<file path="config.mk">
export PLATFORM = sky130hd
export DESIGN_NAME = rk_lane
export DESIGN_NICKNAME = d
export VERILOG_FILES = /design/src/rk_fix_pkg.sv /design/src/rk_bus_pkg.sv /design/src/rk_lane.sv
export VERILOG_INCLUDE_DIRS = /design/src
export SDC_FILE = /design/constraint.sdc
export NUM_CORES = 2
export LEC_CHECK = 0
export BUFFER_PORTS_ARGS = -buffer_cell sky130_fd_sc_hd__buf_2
export CAP_MARGIN = 30
export CELL_PAD_IN_SITES_DETAIL_PLACEMENT = 1
export CELL_PAD_IN_SITES_GLOBAL_PLACEMENT = 1
export CORE_MARGIN = 8
export CORE_UTILIZATION = 47
export CTS_CLUSTER_SIZE = 8
export DETAILED_ROUTE_END_ITERATION = 10
export PLACE_DENSITY_LB_ADDON = 0.3
export SYNTH_ARGS = -nofsm -noshare
export SYNTH_HDL_FRONTEND = slang
export SYNTH_SLANG_ARGS = --single-unit
</file>
<file path="constraint.sdc">
create_clock -name clk -period 9.6 [get_ports clk]
set_input_delay 0.48 -clock clk [delete_from_list [all_inputs] [get_ports clk]]
set_output_delay 0.48 -clock clk [all_outputs]
set_load 0.005 [all_outputs]
</file>
<file path="src/rk_cfg.svh">
`ifndef RK_CFG_SVH
`define RK_CFG_SVH

//////////////////////////////////////////////////
// state vector
//////////////////////////////////////////////////

`define RK_DIM     6   // x y z vx vy vz

//////////////////////////////////////////////////
// fixed point format
//////////////////////////////////////////////////

`define RK_FIX_W   32  // signed value width
`define RK_FRAC    16  // fraction bits
`define RK_SUM_W   35  // k1 + 2k2 + 2k3 + k4, weight 6
`define RK_PROD_W  67  // sum times step_6

// request to result, in cycles
`define RK_LAT     4

`endif

</file>
<file path="src/rk_fix_pkg.sv">
`include "rk_cfg.svh"

package rk_fix_pkg;

  //////////////////////////////////////////////////
  // numeric types of the combine datapath
  //////////////////////////////////////////////////

  // one state or slope component, Q15.16
  typedef logic signed [`RK_FIX_W-1:0] fix_t;

  // weighted slope sum, room for a total weight of 6
  typedef logic signed [`RK_SUM_W-1:0] slope_sum_t;

  // full product of the sum and step_6
  typedef logic signed [`RK_PROD_W-1:0] prod_t;

endpackage

</file>
<file path="src/rk_bus_pkg.sv">
`include "rk_cfg.svh"

package rk_bus_pkg;

  import rk_fix_pkg::*;

  //////////////////////////////////////////////////
  // vectors and handshake payloads
  //////////////////////////////////////////////////

  // one value per state component, index 0 is x
  typedef fix_t [`RK_DIM-1:0] fix_vec_t;

  // one full request from the caller
  typedef struct packed {
    fix_vec_t state;   // old state
    fix_vec_t k1;      // slope at start
    fix_vec_t k2;      // first midpoint slope
    fix_vec_t k3;      // second midpoint slope
    fix_vec_t k4;      // slope at end
    fix_t     step_6;  // h/6
  } rk_request_t;

  // operands for a single component lane
  typedef struct packed {
    fix_t state;
    fix_t k1;
    fix_t k2;
    fix_t k3;
    fix_t k4;
    fix_t step_6;
  } lane_operand_t;

  // output record
  typedef struct packed {
    fix_vec_t state;   // new state
  } rk_result_t;

endpackage

</file>
<file path="src/rk_lane.sv">
`include "rk_cfg.svh"

module rk_lane (
  input  logic                      clk,
  input  logic                      rst,
  input  logic                      advance,
  input  rk_bus_pkg::lane_operand_t op,
  output rk_fix_pkg::fix_t          lane_res
);

  import rk_fix_pkg::*;

  // clamp limits of the result
  localparam fix_t FIX_MAX = {1'b0, {(`RK_FIX_W-1){1'b1}}};
  localparam fix_t FIX_MIN = {1'b1, {(`RK_FIX_W-1){1'b0}}};

  slope_sum_t sum_d;    // weighted slopes, comb
  slope_sum_t sum_q;
  fix_t       state_q;  // state delayed to match the sum
  fix_t       step_q;   // step_6 delayed likewise

  prod_t      prod;     // sum * step_6
  prod_t      scaled;   // back to 16 fraction bits
  prod_t      total;    // scaled + state, wide
  fix_t       sat;      // clamped result
  fix_t       res_q;

  //////////////////////////////////////////////////
  // stage 1: k1 + 2*k2 + 2*k3 + k4
  //////////////////////////////////////////////////

  always_comb
  begin
    sum_d = slope_sum_t'(op.k1)
          + (slope_sum_t'(op.k2) <<< 1)  // times two
          + (slope_sum_t'(op.k3) <<< 1)
          + slope_sum_t'(op.k4);
  end

  always_ff @(posedge clk or negedge rst)
  begin
    if (!rst)
    begin
      sum_q   <= '0;
      state_q <= '0;
      step_q  <= '0;
    end
    else if (advance)
    begin
      sum_q   <= sum_d;
      state_q <= op.state;
      step_q  <= op.step_6;
    end
  end

  //////////////////////////////////////////////////
  // stage 2: scale by h/6, add state, saturate
  //////////////////////////////////////////////////

  always_comb
  begin
    prod   = prod_t'(sum_q) * prod_t'(step_q);
    scaled = prod >>> `RK_FRAC;  // truncates toward minus infinity
    total  = scaled + prod_t'(state_q);
    if (total > prod_t'(FIX_MAX))
    begin
      sat = FIX_MAX;
    end
    else if (total < prod_t'(FIX_MIN))
    begin
      sat = FIX_MIN;
    end
    else
    begin
      sat = fix_t'(total);
    end
  end

  always_ff @(posedge clk or negedge rst)
  begin
    if (!rst)
    begin
      res_q <= '0;
    end
    else if (advance)
    begin
      res_q <= sat;
    end
  end

  assign lane_res = res_q;

endmodule

</file>
# Word-level counts from Yosys, hierarchy flattened
# Cells that the tools add are included.
op_classes:
  n_lt_le_gt_ge: 2
  mul: 1
  n_mux: 2
  n_addsub: 4
ops:
  columns: ["cell", "count"]
  rows:
  - ["$mul A35 B32 Y67", 1]
  - ["$mux W32", 2]
  - ["$add A51 B32 Y52", 1]
  - ["$gt A52 B32 Y1 const B", 1]
  - ["$lt A52 B32 Y1 const B", 1]
  - ["$add A34 B33 Y35", 1]
  - ["$add A35 B32 Y35", 1]
  - ["$add A32 B33 Y34", 1]
totals:
  ff_bits: 131
  word_cells: 13
  out_inout_bits: 32

# Logic depth before layout (Yosys ltp)
logic_depth:
  depth_word: 5
  depth_mapped: 45

# Worst setup path after synthesis
# No wires, ideal clock.
synth_path:
  path_kind: "register to register"
  start: "reg step_q[6]"
  end: "reg res_q[12], in the netlist lane_res[12]"
  setup_slack_ps: -675
  arrival_time_ps: 10144
  synth_period_minus_slack_ps: 10275
  stages_incl_launch_ff: 39
  cell_sequence: "dfrtp_1 clkbuf_1 clkbuf_1 nand2_1 inv_1 fa_1 fa_1 inv_1 fa_1 inv_1 fa_1 inv_1 fa_1 inv_1 fa_1 fa_1 fa_1 ha_1 [3 not listed] a22oi_1 nand2b_1 a41o_1 xor2_1 ha_1 buf_1 a21o_1 a21o_1 a21o_1 a21oi_1 inv_1 a21oi_1 nand2_1 xor2_1 or3_1 o21ai_2 buf_6 o22ai_2"
synth_between:
  elab_chain_len: 5
  word_cells_on_any_way: 6
  classes_between: "add/sub: 1; mul: 1; order compare: 2; mux: 2"
synth_rtl:
  columns: ["element", "line", "rtl"]
  rows:
  - ["start: declaration", "rk_lane.sv:20", "fix_t step_q;"]
  - ["start signal: assignment", "rk_lane.sv:52", "step_q <= op.step_6;"]
  - ["$mul A35 B32 Y67 (*)", "rk_lane.sv:62", "prod = prod_t'(sum_q) * prod_t'(step_q);"]
  - ["$add A51 B32 Y52 (*)", "rk_lane.sv:64", "total = scaled + prod_t'(state_q);"]
  - ["$lt A52 B32 Y1", "rk_lane.sv:69", "else if (total < prod_t'(FIX_MIN))"]
  - ["$mux W32", "rk_lane.sv:69", null]
  - ["$mux W32 (*)", "rk_lane.sv:65", "if (total > prod_t'(FIX_MAX))"]
  - ["end signal: assignment", "rk_lane.sv:87", "res_q <= sat;"]
  - ["end: declaration", "rk_lane.sv:26", "fix_t res_q;"]
# Every way passes the cells marked *; elsewhere a longest branch is shown, timed or not.
# A chain may end at the register's enable or synchronous reset.

# Final worst setup path
layout_path:
  start: "reg sum_q[9]"
  end: "reg res_q[18], in the netlist lane_res[18]"
layout_between:
  elab_chain_len: 5
  word_cells_on_any_way: 6
  classes_between: "add/sub: 1; mul: 1; order compare: 2; mux: 2"
layout_rtl:
  columns: ["element", "line", "rtl"]
  rows:
  - ["start: declaration", "rk_lane.sv:18", "slope_sum_t sum_q;"]
  - ["start signal: assignment", "rk_lane.sv:50", "sum_q <= sum_d;"]
  - ["$mul A35 B32 Y67 (*)", "rk_lane.sv:62", null]
  - ["$add A51 B32 Y52 (*)", "rk_lane.sv:64", null]
  - ["$lt A52 B32 Y1", "rk_lane.sv:69", null]
  - ["$mux W32", "rk_lane.sv:69", null]
  - ["$mux W32 (*)", "rk_lane.sv:65", null]
# Marked as above.

==> impl_metrics.csv <==
group,metric,value,unit
logic_synthesis,synth_cell_type_count,81,
job,max-cap-violations,0,
run_status,status,"complete, but fails checks",
logic_synthesis,synth.avg_cell_area,9.61,um2
timing,clock.fmax,93.5,MHz
global_routing,grt_pass1_wl,268,mm
floorplanning,die_w,340,um
logic_synthesis,synth_area_leaders,"fa_1 50%, inv_1 8.2%, ha_1 6.9%",
critical_path,crit_path_end_kind,"register",
critical_path,path_class,"register to register",
routing,drtIter0Drc,2187,
timing,fin_skew,0.0154,ns
clock_tree,clkLatencyLatePin,0.49,ns
timing,relSlewSlack,40.3,%
clock_tree,clk_pin_slew,0.08,ns
clock_tree,cts_tree,"yes",
clock_tree,cts-htree-levels,4,
timing,tightest_slew,0.873,ns
timing,setup_viol,32,
logic_synthesis,syn_nets,6832,
global_routing,grt-ovfl-total,0,
critical_path,cp.arrival,11.11,ns
timing,hold_viol_final,0,
routing,antenna_left,0,
critical_path,slowest_stage,"fa_1",
floorplanning,die-area,115000,um2
cells_and_area,areaGrowthSynthToFinish,20.6,%
cells_and_area,final_cells,7207,
routing,wirelength,176,mm
clock_tree,clockBufferDepth,2,
floorplanning,die_h,340,um
clock_tree,numCtsBuffers,17,
critical_path,required,10.01,ns
clock_tree,cts_hold_buf,0,
placed_design,pre_cts_ws,-1.16,ns
clock_tree,cts-root-buf,"clkbuf_16",
timing,period_minus_slack,10.70,ns
placed_design,gp_congestion,0.900,
placed_design,io_buffers,226,
timing,min_period_over_period,111,%
timing,finalWorstSetupSlack,-1.10,ns
logic_synthesis,synth_top_area_share,50.3,%
logic_synthesis,yosysTopAreaCell,"fa_1",
clock_tree,clock-sinks,131,
global_routing,grt_max_degree,86,
floorplanning,ioPinCount,227,
critical_path,crit_top_cell,"fa_1",
logic_synthesis,synthArstFlopShare,100,%
global_routing,antenna_found_initial,3,
logic_synthesis,netlist_instances,5126,
routing,drc,0,
critical_path,max_stage_delay,0.56,ns
run_status,failed_checks,"setup timing",
placed_design,place_inst,7079,
routing,num_vias,39800,
timing,rsz0062_at_grt,"true",
logic_synthesis,yosys_warnings,0,
cells_and_area,final_common_cell,"fa_1",
placed_design,dp_hpwl,141,mm
critical_path,start_kind,"register",
logic_synthesis,synth-seq-cells,131,
cells_and_area,layout.nets,7516,
logic_synthesis,synth-edff-count,0,
floorplanning,start_util,47.5,%
min_path,min_path_type,"input port to asynchronous set/reset pin",
cells_and_area,layout-drive-gt1-share,23.6,%
logic_synthesis,ys_seq_area_share,6.65,%
cells_and_area,fin_util,57.2,%
routing,viasPerCell,5.52,
timing,slew_viol_final,0,
global_routing,grtUsageTotal,29.7,%
floorplanning,core,104000,um2
logic_synthesis,netlist_area,49300,um2
floorplanning,row_count,118,
critical_path,crit_fanout,8,
routing,dr.pass1.iters,5,
routing,drt-wirelength-per-cell,24.4,um
timing,finalSetupTns,-32.85,ns
cells_and_area,final_cell_mix,"1180 x fa_1, 1055 x inv_1, 626 x nand2_1",
global_routing,grt_pass1_vias,47600,
logic_synthesis,ys.flop_type,"dfrtp_1",
[final timing paths]
kind	from	endpoint	slack [ns]	cells after the start
worst max-delay path	sum_q[9]$_DFFE_PN0P_	lane_res[18]$_DFFE_PN0P_	-1.10	42
min in group clk	op[191]	state_q[31]$_DFFE_PN0P_	0.21	2
worst max register to register	sum_q[9]$_DFFE_PN0P_	lane_res[18]$_DFFE_PN0P_	-1.10	42
max in group asynchronous	rst	step_q[12]$_DFFE_PN0P_	8.14	2
worst min register to register	state_q[7]$_DFFE_PN0P_	state_q[7]$_DFFE_PN0P_	0.52	1
worst min-delay path	rst	state_q[30]$_DFFE_PN0P_	0.08	1
[per-layer routing]
metal  vias up  track usage [%]  routed length [um]
met2      1285             55.4               95200
li1      16700                -                   -
met4         4             16.4               12900
met5         -                0                  20
met3       605             3.78                7380
met1     21200             32.5               60600
[logic make-up (layout without fill, tap and decap cells)]
family	count (synthesis)	count (layout)	share of synthesized area (%)
other cells	0	4	0
simple gates	1433	1433	14.4
mux	94	94	2.14
fa+ha+maj	1511	1511	57.2
xor+xnor	131	131	2.33
buf+inv	1341	2038	10.3
compound gates	485	485	6.92
flops	131	131	6.65
[synth_stat cells, drive strengths merged, types with 15 or more instances]
library cell and n:
a211oi 17, buf 15, nor2 113, o21ai 105
and2 529, xnor2 78, dfrtp 131, xor2 53
nand3 29, o21a 21, mux2 92, ha 273
nand4 26, fa 1238, clkbuf 252, nand2b 22
inv 1074, a21o 91, nand2 638, a21oi 113
nor3 18, o22ai 33
[metrics by stage]
step / hold WS [ns] / area, um2
final: 0.0839 / 59400
after global routing: 0.149 / 59400
after CTS: 0.110 / 58400
after detailed placement: 0.503 / 56700
after global placement: 0.496 / 56700
after floorplan: 0.184 / 49600
[state kept, by name (all words and copies together) (netlist names)]
signal,cells
lane_res,32
state_q,32
step_q,32
sum_q,35
[critical path: cells and delay by family, from the launching register on]
kind            cells  cell delay (ns)
compound gates     12             2.53
xor+xnor            2             0.33
fa+ha+maj          10             4.55
buf+inv            11             1.40
flops               1             0.48
simple gates        7             1.31
[cell type report]
type                            count  area (um2)
Sequential cell                   131        3310
Timing Repair Buffer              932        7580
Clock inverter                     14         161
Antenna cell                        4        10.0
Clock buffer                       18         439
Tap cell                         1380        1730
Inverter                         1074        4040
Fill cell                       11600       44400
Multi-Input combinational cell   3654       42100
[timing repair]
action | in CTS | in global routing
hold endpoints to repair | 0 | 0
endpoints found under the setup margin | 32 | 32
gates resized for setup | 162 | 141
gates cloned | 6 | 3
setup buffers | 41 | 45
pin swaps | 53 | 74
Power is left out: the tool's default activity adds up to more than one toggle a clock period on the data nets, which glitch-free logic cannot reach.
