[config.mk]
export PLATFORM = sky130hd
export DESIGN_NAME = rk_collect
export DESIGN_NICKNAME = d
export VERILOG_FILES = /design/src/rk_fix_pkg.sv /design/src/rk_bus_pkg.sv /design/src/rk_collect.sv
export VERILOG_INCLUDE_DIRS = /design/src
export SDC_FILE = /design/constraint.sdc
export NUM_CORES = 1
export LEC_CHECK = 0
export ABC_AREA = 1
export BUFFER_PORTS_ARGS = -buffer_cell sky130_fd_sc_hd__buf_4
export CORE_AREA = 2 2 150 152
export CTS_CLUSTER_SIZE = 30
export DETAILED_ROUTE_END_ITERATION = 10
export DIE_AREA = 0 0 152 154
export PLACE_DENSITY = 0.6
export REMOVE_ABC_BUFFERS = 1
export SLEW_MARGIN = 40
export SYNTH_ARGS = -nofsm -noshare
export SYNTH_HDL_FRONTEND = slang
export SYNTH_SLANG_ARGS = --single-unit
[constraint.sdc]
create_clock -name clk -period 10.67 [get_ports clk]
set_clock_uncertainty 0.2 [all_clocks]
set_input_delay 1.067 -clock clk [delete_from_list [all_inputs] [get_ports clk]]
set_output_delay 1.067 -clock clk [all_outputs]
set_load 0.1 [all_outputs]
[src/rk_cfg.svh]
`ifndef RK_CFG_SVH
`define RK_CFG_SVH

//////////////////////////////////////////////////
// state vector
//////////////////////////////////////////////////

`define RK_DIM     6   // x y z vx vy vz

//////////////////////////////////////////////////
// fixed point format
//////////////////////////////////////////////////

`define RK_FIX_W   32  // signed value width
`define RK_FRAC    16  // fraction bits
`define RK_SUM_W   35  // k1 + 2k2 + 2k3 + k4, weight 6
`define RK_PROD_W  67  // sum times step_6

// request to result, in cycles
`define RK_LAT     4

`endif

[src/rk_fix_pkg.sv]
`include "rk_cfg.svh"

package rk_fix_pkg;

  //////////////////////////////////////////////////
  // numeric types of the combine datapath
  //////////////////////////////////////////////////

  // one state or slope component, Q15.16
  typedef logic signed [`RK_FIX_W-1:0] fix_t;

  // weighted slope sum, room for a total weight of 6
  typedef logic signed [`RK_SUM_W-1:0] slope_sum_t;

  // full product of the sum and step_6
  typedef logic signed [`RK_PROD_W-1:0] prod_t;

endpackage

[src/rk_bus_pkg.sv]
`include "rk_cfg.svh"

package rk_bus_pkg;

  import rk_fix_pkg::*;

  //////////////////////////////////////////////////
  // vectors and handshake payloads
  //////////////////////////////////////////////////

  // one value per state component, index 0 is x
  typedef fix_t [`RK_DIM-1:0] fix_vec_t;

  // one full request from the caller
  typedef struct packed {
    fix_vec_t state;   // old state
    fix_vec_t k1;      // slope at start
    fix_vec_t k2;      // first midpoint slope
    fix_vec_t k3;      // second midpoint slope
    fix_vec_t k4;      // slope at end
    fix_t     step_6;  // h/6
  } rk_request_t;

  // operands for a single component lane
  typedef struct packed {
    fix_t state;
    fix_t k1;
    fix_t k2;
    fix_t k3;
    fix_t k4;
    fix_t step_6;
  } lane_operand_t;

  // output record
  typedef struct packed {
    fix_vec_t state;   // new state
  } rk_result_t;

endpackage

[src/rk_collect.sv]
`include "rk_cfg.svh"

module rk_collect (
  input  logic                   clk,
  input  logic                   rst,
  input  logic                   op_valid,
  input  rk_fix_pkg::fix_t       lane_res [`RK_DIM],
  input  logic                   out_ready,
  output logic                   advance,
  output logic                   out_valid,
  output rk_bus_pkg::rk_result_t out_res
);

  import rk_bus_pkg::*;

  logic       s1_valid;  // lane stage 1 holds an item
  logic       s2_valid;  // lane stage 2 holds an item
  rk_result_t res_next;

  //////////////////////////////////////////////////
  // global enable
  //////////////////////////////////////////////////

  // output slot free or being drained this cycle
  assign advance = !out_valid || out_ready;

  //////////////////////////////////////////////////
  // valid tracking, one bit per lane stage
  //////////////////////////////////////////////////

  always_ff @(posedge clk or negedge rst)
  begin
    if (!rst)
    begin
      s1_valid  <= 1'b0;
      s2_valid  <= 1'b0;
      out_valid <= 1'b0;
    end
    else if (advance)
    begin
      s1_valid  <= op_valid;
      s2_valid  <= s1_valid;
      out_valid <= s2_valid;
    end
  end

  //////////////////////////////////////////////////
  // result assembly and output register
  //////////////////////////////////////////////////

  always_comb
  begin
    for (int i = 0; i < `RK_DIM; i++)
    begin
      res_next.state[i] = lane_res[i];
    end
  end

  // held while advance is low, so stable under back-pressure
  always_ff @(posedge clk)
  begin
    if (advance && s2_valid)
    begin
      out_res <= res_next;
    end
  end

endmodule

**Word level (Yosys, flattened, before mapping)**

Index checks and enable logic that the tools add are counted.

- Register bits: 195
- Bits of input ports: 196
- Word-level logic and storage cells: 12

- Reduce and logical (&&, ||, !) cells: 3

Operators with widths:

| operator | number |
|---|---|
| 1-bit logical AND | 1 |
| 1-bit zero test | 1 |
| 1-bit logical OR | 1 |

**Longest topological paths before layout**

Gate-level depths: netlist of the first run.

- Word-level depth: 3
- Mapped depth: 4
- Gate-level depth less buffers: 4

**Worst setup path before layout of the first run**

Ideal clock, no wire load.

- Path kind: input port to flip-flop
- From: input port out_ready
- To: register out_res[0] (netlist bit), enable pin
- Library setup time: 0.806 ns
- Data arrival time: 10.382 ns
- Data required time: 9.664 ns
- Setup slack: -0.718 ns
- Stages: 2
- Path through: inv_1 a21oi_1

- Longest elaborated chain between the ends: 2

RTL lines:

| what | line | RTL |
|---|---|---|
| from (decl) | rk_collect.sv:8 | `input logic out_ready,` |
| 1-bit logical OR | rk_collect.sv:25 | `assign advance = !out_valid \|\| out_ready;` |
| 1-bit logical AND | rk_collect.sv:62 | `if (advance && s2_valid)` |
| to (signal assigned) | rk_collect.sv:64 | `out_res <= res_next;` |
| to (decl) | rk_collect.sv:11 | `output rk_bus_pkg::rk_result_t out_res` |

Every way passes these cells.
A chain may end at the register's enable or synchronous reset.

**Worst setup path after layout of the first run**

- From: input port out_ready
- To: output port advance

- Longest elaborated chain between the ends: 1

RTL lines:

| what | line | RTL |
|---|---|---|
| 1-bit logical OR | rk_collect.sv:25 |  |
| to (decl) | rk_collect.sv:9 | `output logic advance,` |

Every way passes these cells.

==> results of run 1 <==
## cell usage after synthesis (all sizes together)
library cell | instances | area share (%)
a21oi | 1 | 0.085
dfrtp | 3 | 1.3
nand3 | 2 | 0.17
edfxtp | 192 | 98
nand2 | 6 | 0.43
inv | 2 | 0.13
## layout make-up
class / count / area [µm²] / area share, %
Clock buffer: 17 / 425 / 4.37
Inverter: 2 / 7.51 / 0.0771
Tap cell: 280 / 350 / 3.60
Multi-Input combinational cell: 9 / 51.3 / 0.527
Sequential cell: 195 / 5840 / 60.0
Timing Repair Buffer: 391 / 2940 / 30.2
Clock inverter: 13 / 119 / 1.22
## per-layer routing
| layer | wire, µm | up-vias | GRT usage (%) |
|---|---|---|---|
| li1 | - | 1648 | - |
| met1 | 5450 | 1711 | 13.2 |
| met2 | 8100 | 236 | 22.1 |
| met3 | 1690 | 12 | 6.62 |
| met4 | 209 | 0 | 4.09 |
| met5 | 0 | - | 0 |
## stage by stage
stage | hold slack [ns] | setup slack, ns | power (mW) | cells
after floorplan | 0.243 | -0.718 | 2.35 | 206
after global placement | 0.266 | 7.36 | 2.60 | 877
after detailed placement | 0.292 | 7.49 | 2.61 | 877
after CTS | 0.203 | 7.70 | 3.21 | 907
after global routing | 0.197 | 7.69 | 3.27 | 907
final | 0.227 | 7.70 | 3.17 | 907
## power breakdown
part	leakage, nW	switching [mW]	internal (mW)
logic	1.92	1.24	0.231
registers	1.85	0.0483	1.06
clock network	0.270	0.287	0.306
total	4.03	1.58	1.59
## flip-flops by register name (all words and copies together), names as in the netlist
signal	count
s2_valid	1
s1_valid	1
out_res	192
out_valid	1
## path summary, 6_finish.rpt
kind / from / end / slack [ns] / cells past startpoint
setup / recovery: out_ready / advance / 7.70 / 4
hold / removal: rst / out_valid$_DFFE_PN0P_ / 0.23 / 1
setup reg to reg: out_valid$_DFFE_PN0P_ / out_res[18]$_DFFE_PP_ / 8.26 / 2
hold reg to reg: s1_valid$_DFFE_PN0P_ / s2_valid$_DFFE_PN0P_ / 0.31 / 2
max in group asynchronous: rst / s1_valid$_DFFE_PN0P_ / 9.95 / 1
min in group clk: s1_valid$_DFFE_PN0P_ / s2_valid$_DFFE_PN0P_ / 0.31 / 2
## cell families (layout without fill, tap and decap cells)
logic type | Yosys count | in the layout
buffers and inverters | 2 | 423
AO/OA/AOI/OAI | 1 | 1
flip-flops | 195 | 195
AND/OR/NAND/NOR | 8 | 8
## worst register-to-register path: stages, from the launching register on
cell and delay, ns:
dfrtp_1 0.47, a21oi_4 0.60, buf_6 0.66
==> run metrics, run 1 <==
vias in the first global route=3944; Final min period=2.97 ns; clock tree from TritonCTS=built; Rel. slew slack=46.8%; Critical path buffers and inverters=3; number of antenna diodes=0; post-synthesis compound-gate area fraction=0.0850%; row cnt=54; P_leak=4.03 nW; Tcrit/Tclk final=27.8%; number of synthesis warnings=0; Setup crit start kind=input pin; Post-DP HPWL=12.0 mm; first-pass GRT wire length=22.3 mm; clk_lat worst skew=0.41 ns; CTS H-tree depth=4; CTS Root Cell=clkbuf_16; highest clock rate=337 MHz; commonest non-fill, non-tap cell in the layout=buf_4; DP Area=0.00919 mm²; DRT iter0 DRCs=149; RSZ-0062 raised after global routing=no; Required @ worst endpoint=9.40 ns; largest net degree at the start of global routing=88; post-synthesis simple-gate area fraction=0.595%; pwr/cell area=326 mW/mm²; Crit path max-delay family=buffers and inverters; post_cts resized=0; clock transition at the registers of the reported paths=0.07 ns; setup TNS=0 ns; TritonCTS buffer count=17; Final setup violation count=0; vias per inst=3.98; register area share after synthesis=99.2%; MaxCap Viol Count=0; outcome=finished, final reports clean; Peak VDD IR=0.205 mV; CP max FO=4; Adder-Cell Fraction of Synth Area=0%; Congestion Overflow GR=0; Synth Area in XOR/XNOR=0%; die width=152 µm; fin area=0.00974 mm²; Avg Cell Area, Syn=28.6 µm²; CP Cell Sequence=buf_4, inv_1, nand2_2, buf_4; Hold Crit Class=input pin to async pin; via count=3607; mapped cell area=0.00589 mm²; GPL Wtd Cong=0.823; cell count after synthesis=206; first drt pass iteration count=4; core area=0.0217 mm²; initial antenna violation count=0; Worst setup EP type=output pin; I/O pins=390; Post CTS Setup Buffer Count=0; fill cell count=1914; nets@finish=812; flops & latches, synth=195; DRC violations left=0; most frequent cells in the layout=buf_4 (389), edfxtp_1 (192), clkbuf_16 (17); layout cells sized above 1=67.3%; worst setup path class=input pin to output pin; Arr. time, crit path=1.70 ns; CP max-delay cell=buf_4; final wirelength=15.5 mm; I/O Buffers=389; post-synthesis mux area share=0%; worst-margin pin slew=0.798 ns; DR WL/cell=17.0 µm; Die ar.=0.0234 mm²; Die H=154 µm; Max clock buf depth=2; area added between synthesis and finish=65.4%; clk sinks=195; Hold Fails Final Rpt=0; hold buffer count at cts=0; final design utilization=44.9%; Final Slew Violations=0; largest incremental delay on the critical path=0.25 ns; total track usage=12.7%; count of cell types in the netlist=7; CP dominant cell by count=buf_4; Starting Density=27.1%; largest family of logic cells by synthesized area=simple AND/OR/NAND/NOR gates; post-route ant nets=0
Power figures use the tool's default switching activity.
==> inputs of run 2 (changes only) <==
ABC_AREA = 0   (was 1)
clock period = 2.48 ns   (was 10.67 ns; I/O delays follow)
==> run metrics, run 2 <==
flops & latches, synth=195; I/O pins=390; register area share after synthesis=99.0%; Max clock buf depth=2; I/O Buffers=389; mapped cell area=0.00590 mm²; top cells by area, synth=edfxtp_1 (98%), dfrtp_1 (1.3%), mux2_4 (0.51%), nand2b_4 (0.23%), and2_2 (0.13%); cell count after synthesis=200; failing step=clock tree synthesis; EDFF count, synth=192; hold buffer count at cts=182; dpl cells=875; post_cts resized=0; GPL Wtd Cong=0.833; die width=152 µm; Async S/R FF share, synth=1.54%; count of cell types in the netlist=6; CTS Root Cell=clkbuf_16; Starting Density=27.2%; Post-DP HPWL=12.1 mm; Post CTS Setup Buffer Count=0; largest area contributor in the netlist=edfxtp_1; pre-CTS WS=0.599 ns; outcome=stopped before the end; clk sinks=195; Die H=154 µm; Synth top cells by count=edfxtp_1 (192), dfrtp_1 (3), mux2_4 (2); number of synthesis warnings=0; CTS H-tree depth=4; Synth Flop Type=edfxtp_1; TritonCTS buffer count=17; Avg Cell Area, Syn=29.5 µm²; Yosys top cell area share=97.7%; top-count cell post-synth=edfxtp_1; Error Message=[ERROR RSZ-0060] Max buffer count reached.; row cnt=54
run 2: cell types whose count changed after synthesis:
cell / before / now
a21oi_1: 1 / 0
and2_2: 0 / 1
inv_1: 2 / 0
mux2_4: 0 / 2
nand2_1: 5 / 0
nand2_2: 1 / 0
nand2b_4: 0 / 1
nand3_1: 2 / 0
or2b_1: 0 / 1
run 2: logic make-up after synthesis:
group	count (synthesis)	share of synthesized area (%)
muxes	2	0.509
and+or+nand+nor	3	0.488
DFF	195	99.0
run 2: per-stage QoR:
step	util, %	cell area (µm²)	setup TNS [ns]
3_5_place_dp	42.6	9240	0
3_3_place_gp	42.6	9240	0
2_1_floorplan	-	5900	-354.62
==> inputs of run 3 (changes only) <==
CORE_AREA = 2 2 153 155   (was 2 2 150 152)
CTS_CLUSTER_SIZE = not set   (was 30)
DIE_AREA = 0 0 155 157   (was 0 0 152 154)
PLACE_DENSITY = not set   (was 0.6)
PLACE_DENSITY_LB_ADDON = 0.15   (was not set)
clock period = 3.2 ns   (was 2.48 ns; I/O delays follow)
==> run metrics, run 3 <==
EDFF count, synth=192; Avg Cell Area, Syn=29.5 µm²; I/O pins=390; Synth top cells by count=edfxtp_1 (192), dfrtp_1 (3), mux2_4 (2); Synth Flop Type=edfxtp_1; top cells by area, synth=edfxtp_1 (98%), dfrtp_1 (1.3%), mux2_4 (0.51%), nand2b_4 (0.23%), and2_2 (0.13%); failing step=clock tree synthesis; Die H=157 µm; register area share after synthesis=99.0%; largest area contributor in the netlist=edfxtp_1; top-count cell post-synth=edfxtp_1; I/O Buffers=389; number of synthesis warnings=0; Post-DP HPWL=12.6 mm; clk sinks=195; post_cts resized=0; TritonCTS buffer count=17; Max clock buf depth=2; row cnt=55; die width=155 µm; flops & latches, synth=195; CTS H-tree depth=4; mapped cell area=0.00590 mm²; outcome=stopped before the end; CTS Root Cell=clkbuf_16; Error Message=[ERROR RSZ-0060] Max buffer count reached.; count of cell types in the netlist=6; Post CTS Setup Buffer Count=0; Yosys top cell area share=97.7%; cell count after synthesis=200; GPL Wtd Cong=0.743; Async S/R FF share, synth=1.54%; hold buffer count at cts=184; Starting Density=26.2%
-- run 3: logic make-up after synthesis --
family / synth area share (%)
AND/OR/NAND/NOR: 0.488
multiplexers: 0.509
flip-flops: 99.0
-- run 3: per-stage QoR --
stage / util [%] / setup slack (ns) / instance area [µm²] / instances / TNS [ns]
floorplan: - / -1.13 / 5900 / 200 / -216.38
detailed placement: 41.2 / 1.13 / 9280 / 882 / 0
global placement: 41.2 / 1.17 / 9280 / 882 / 0
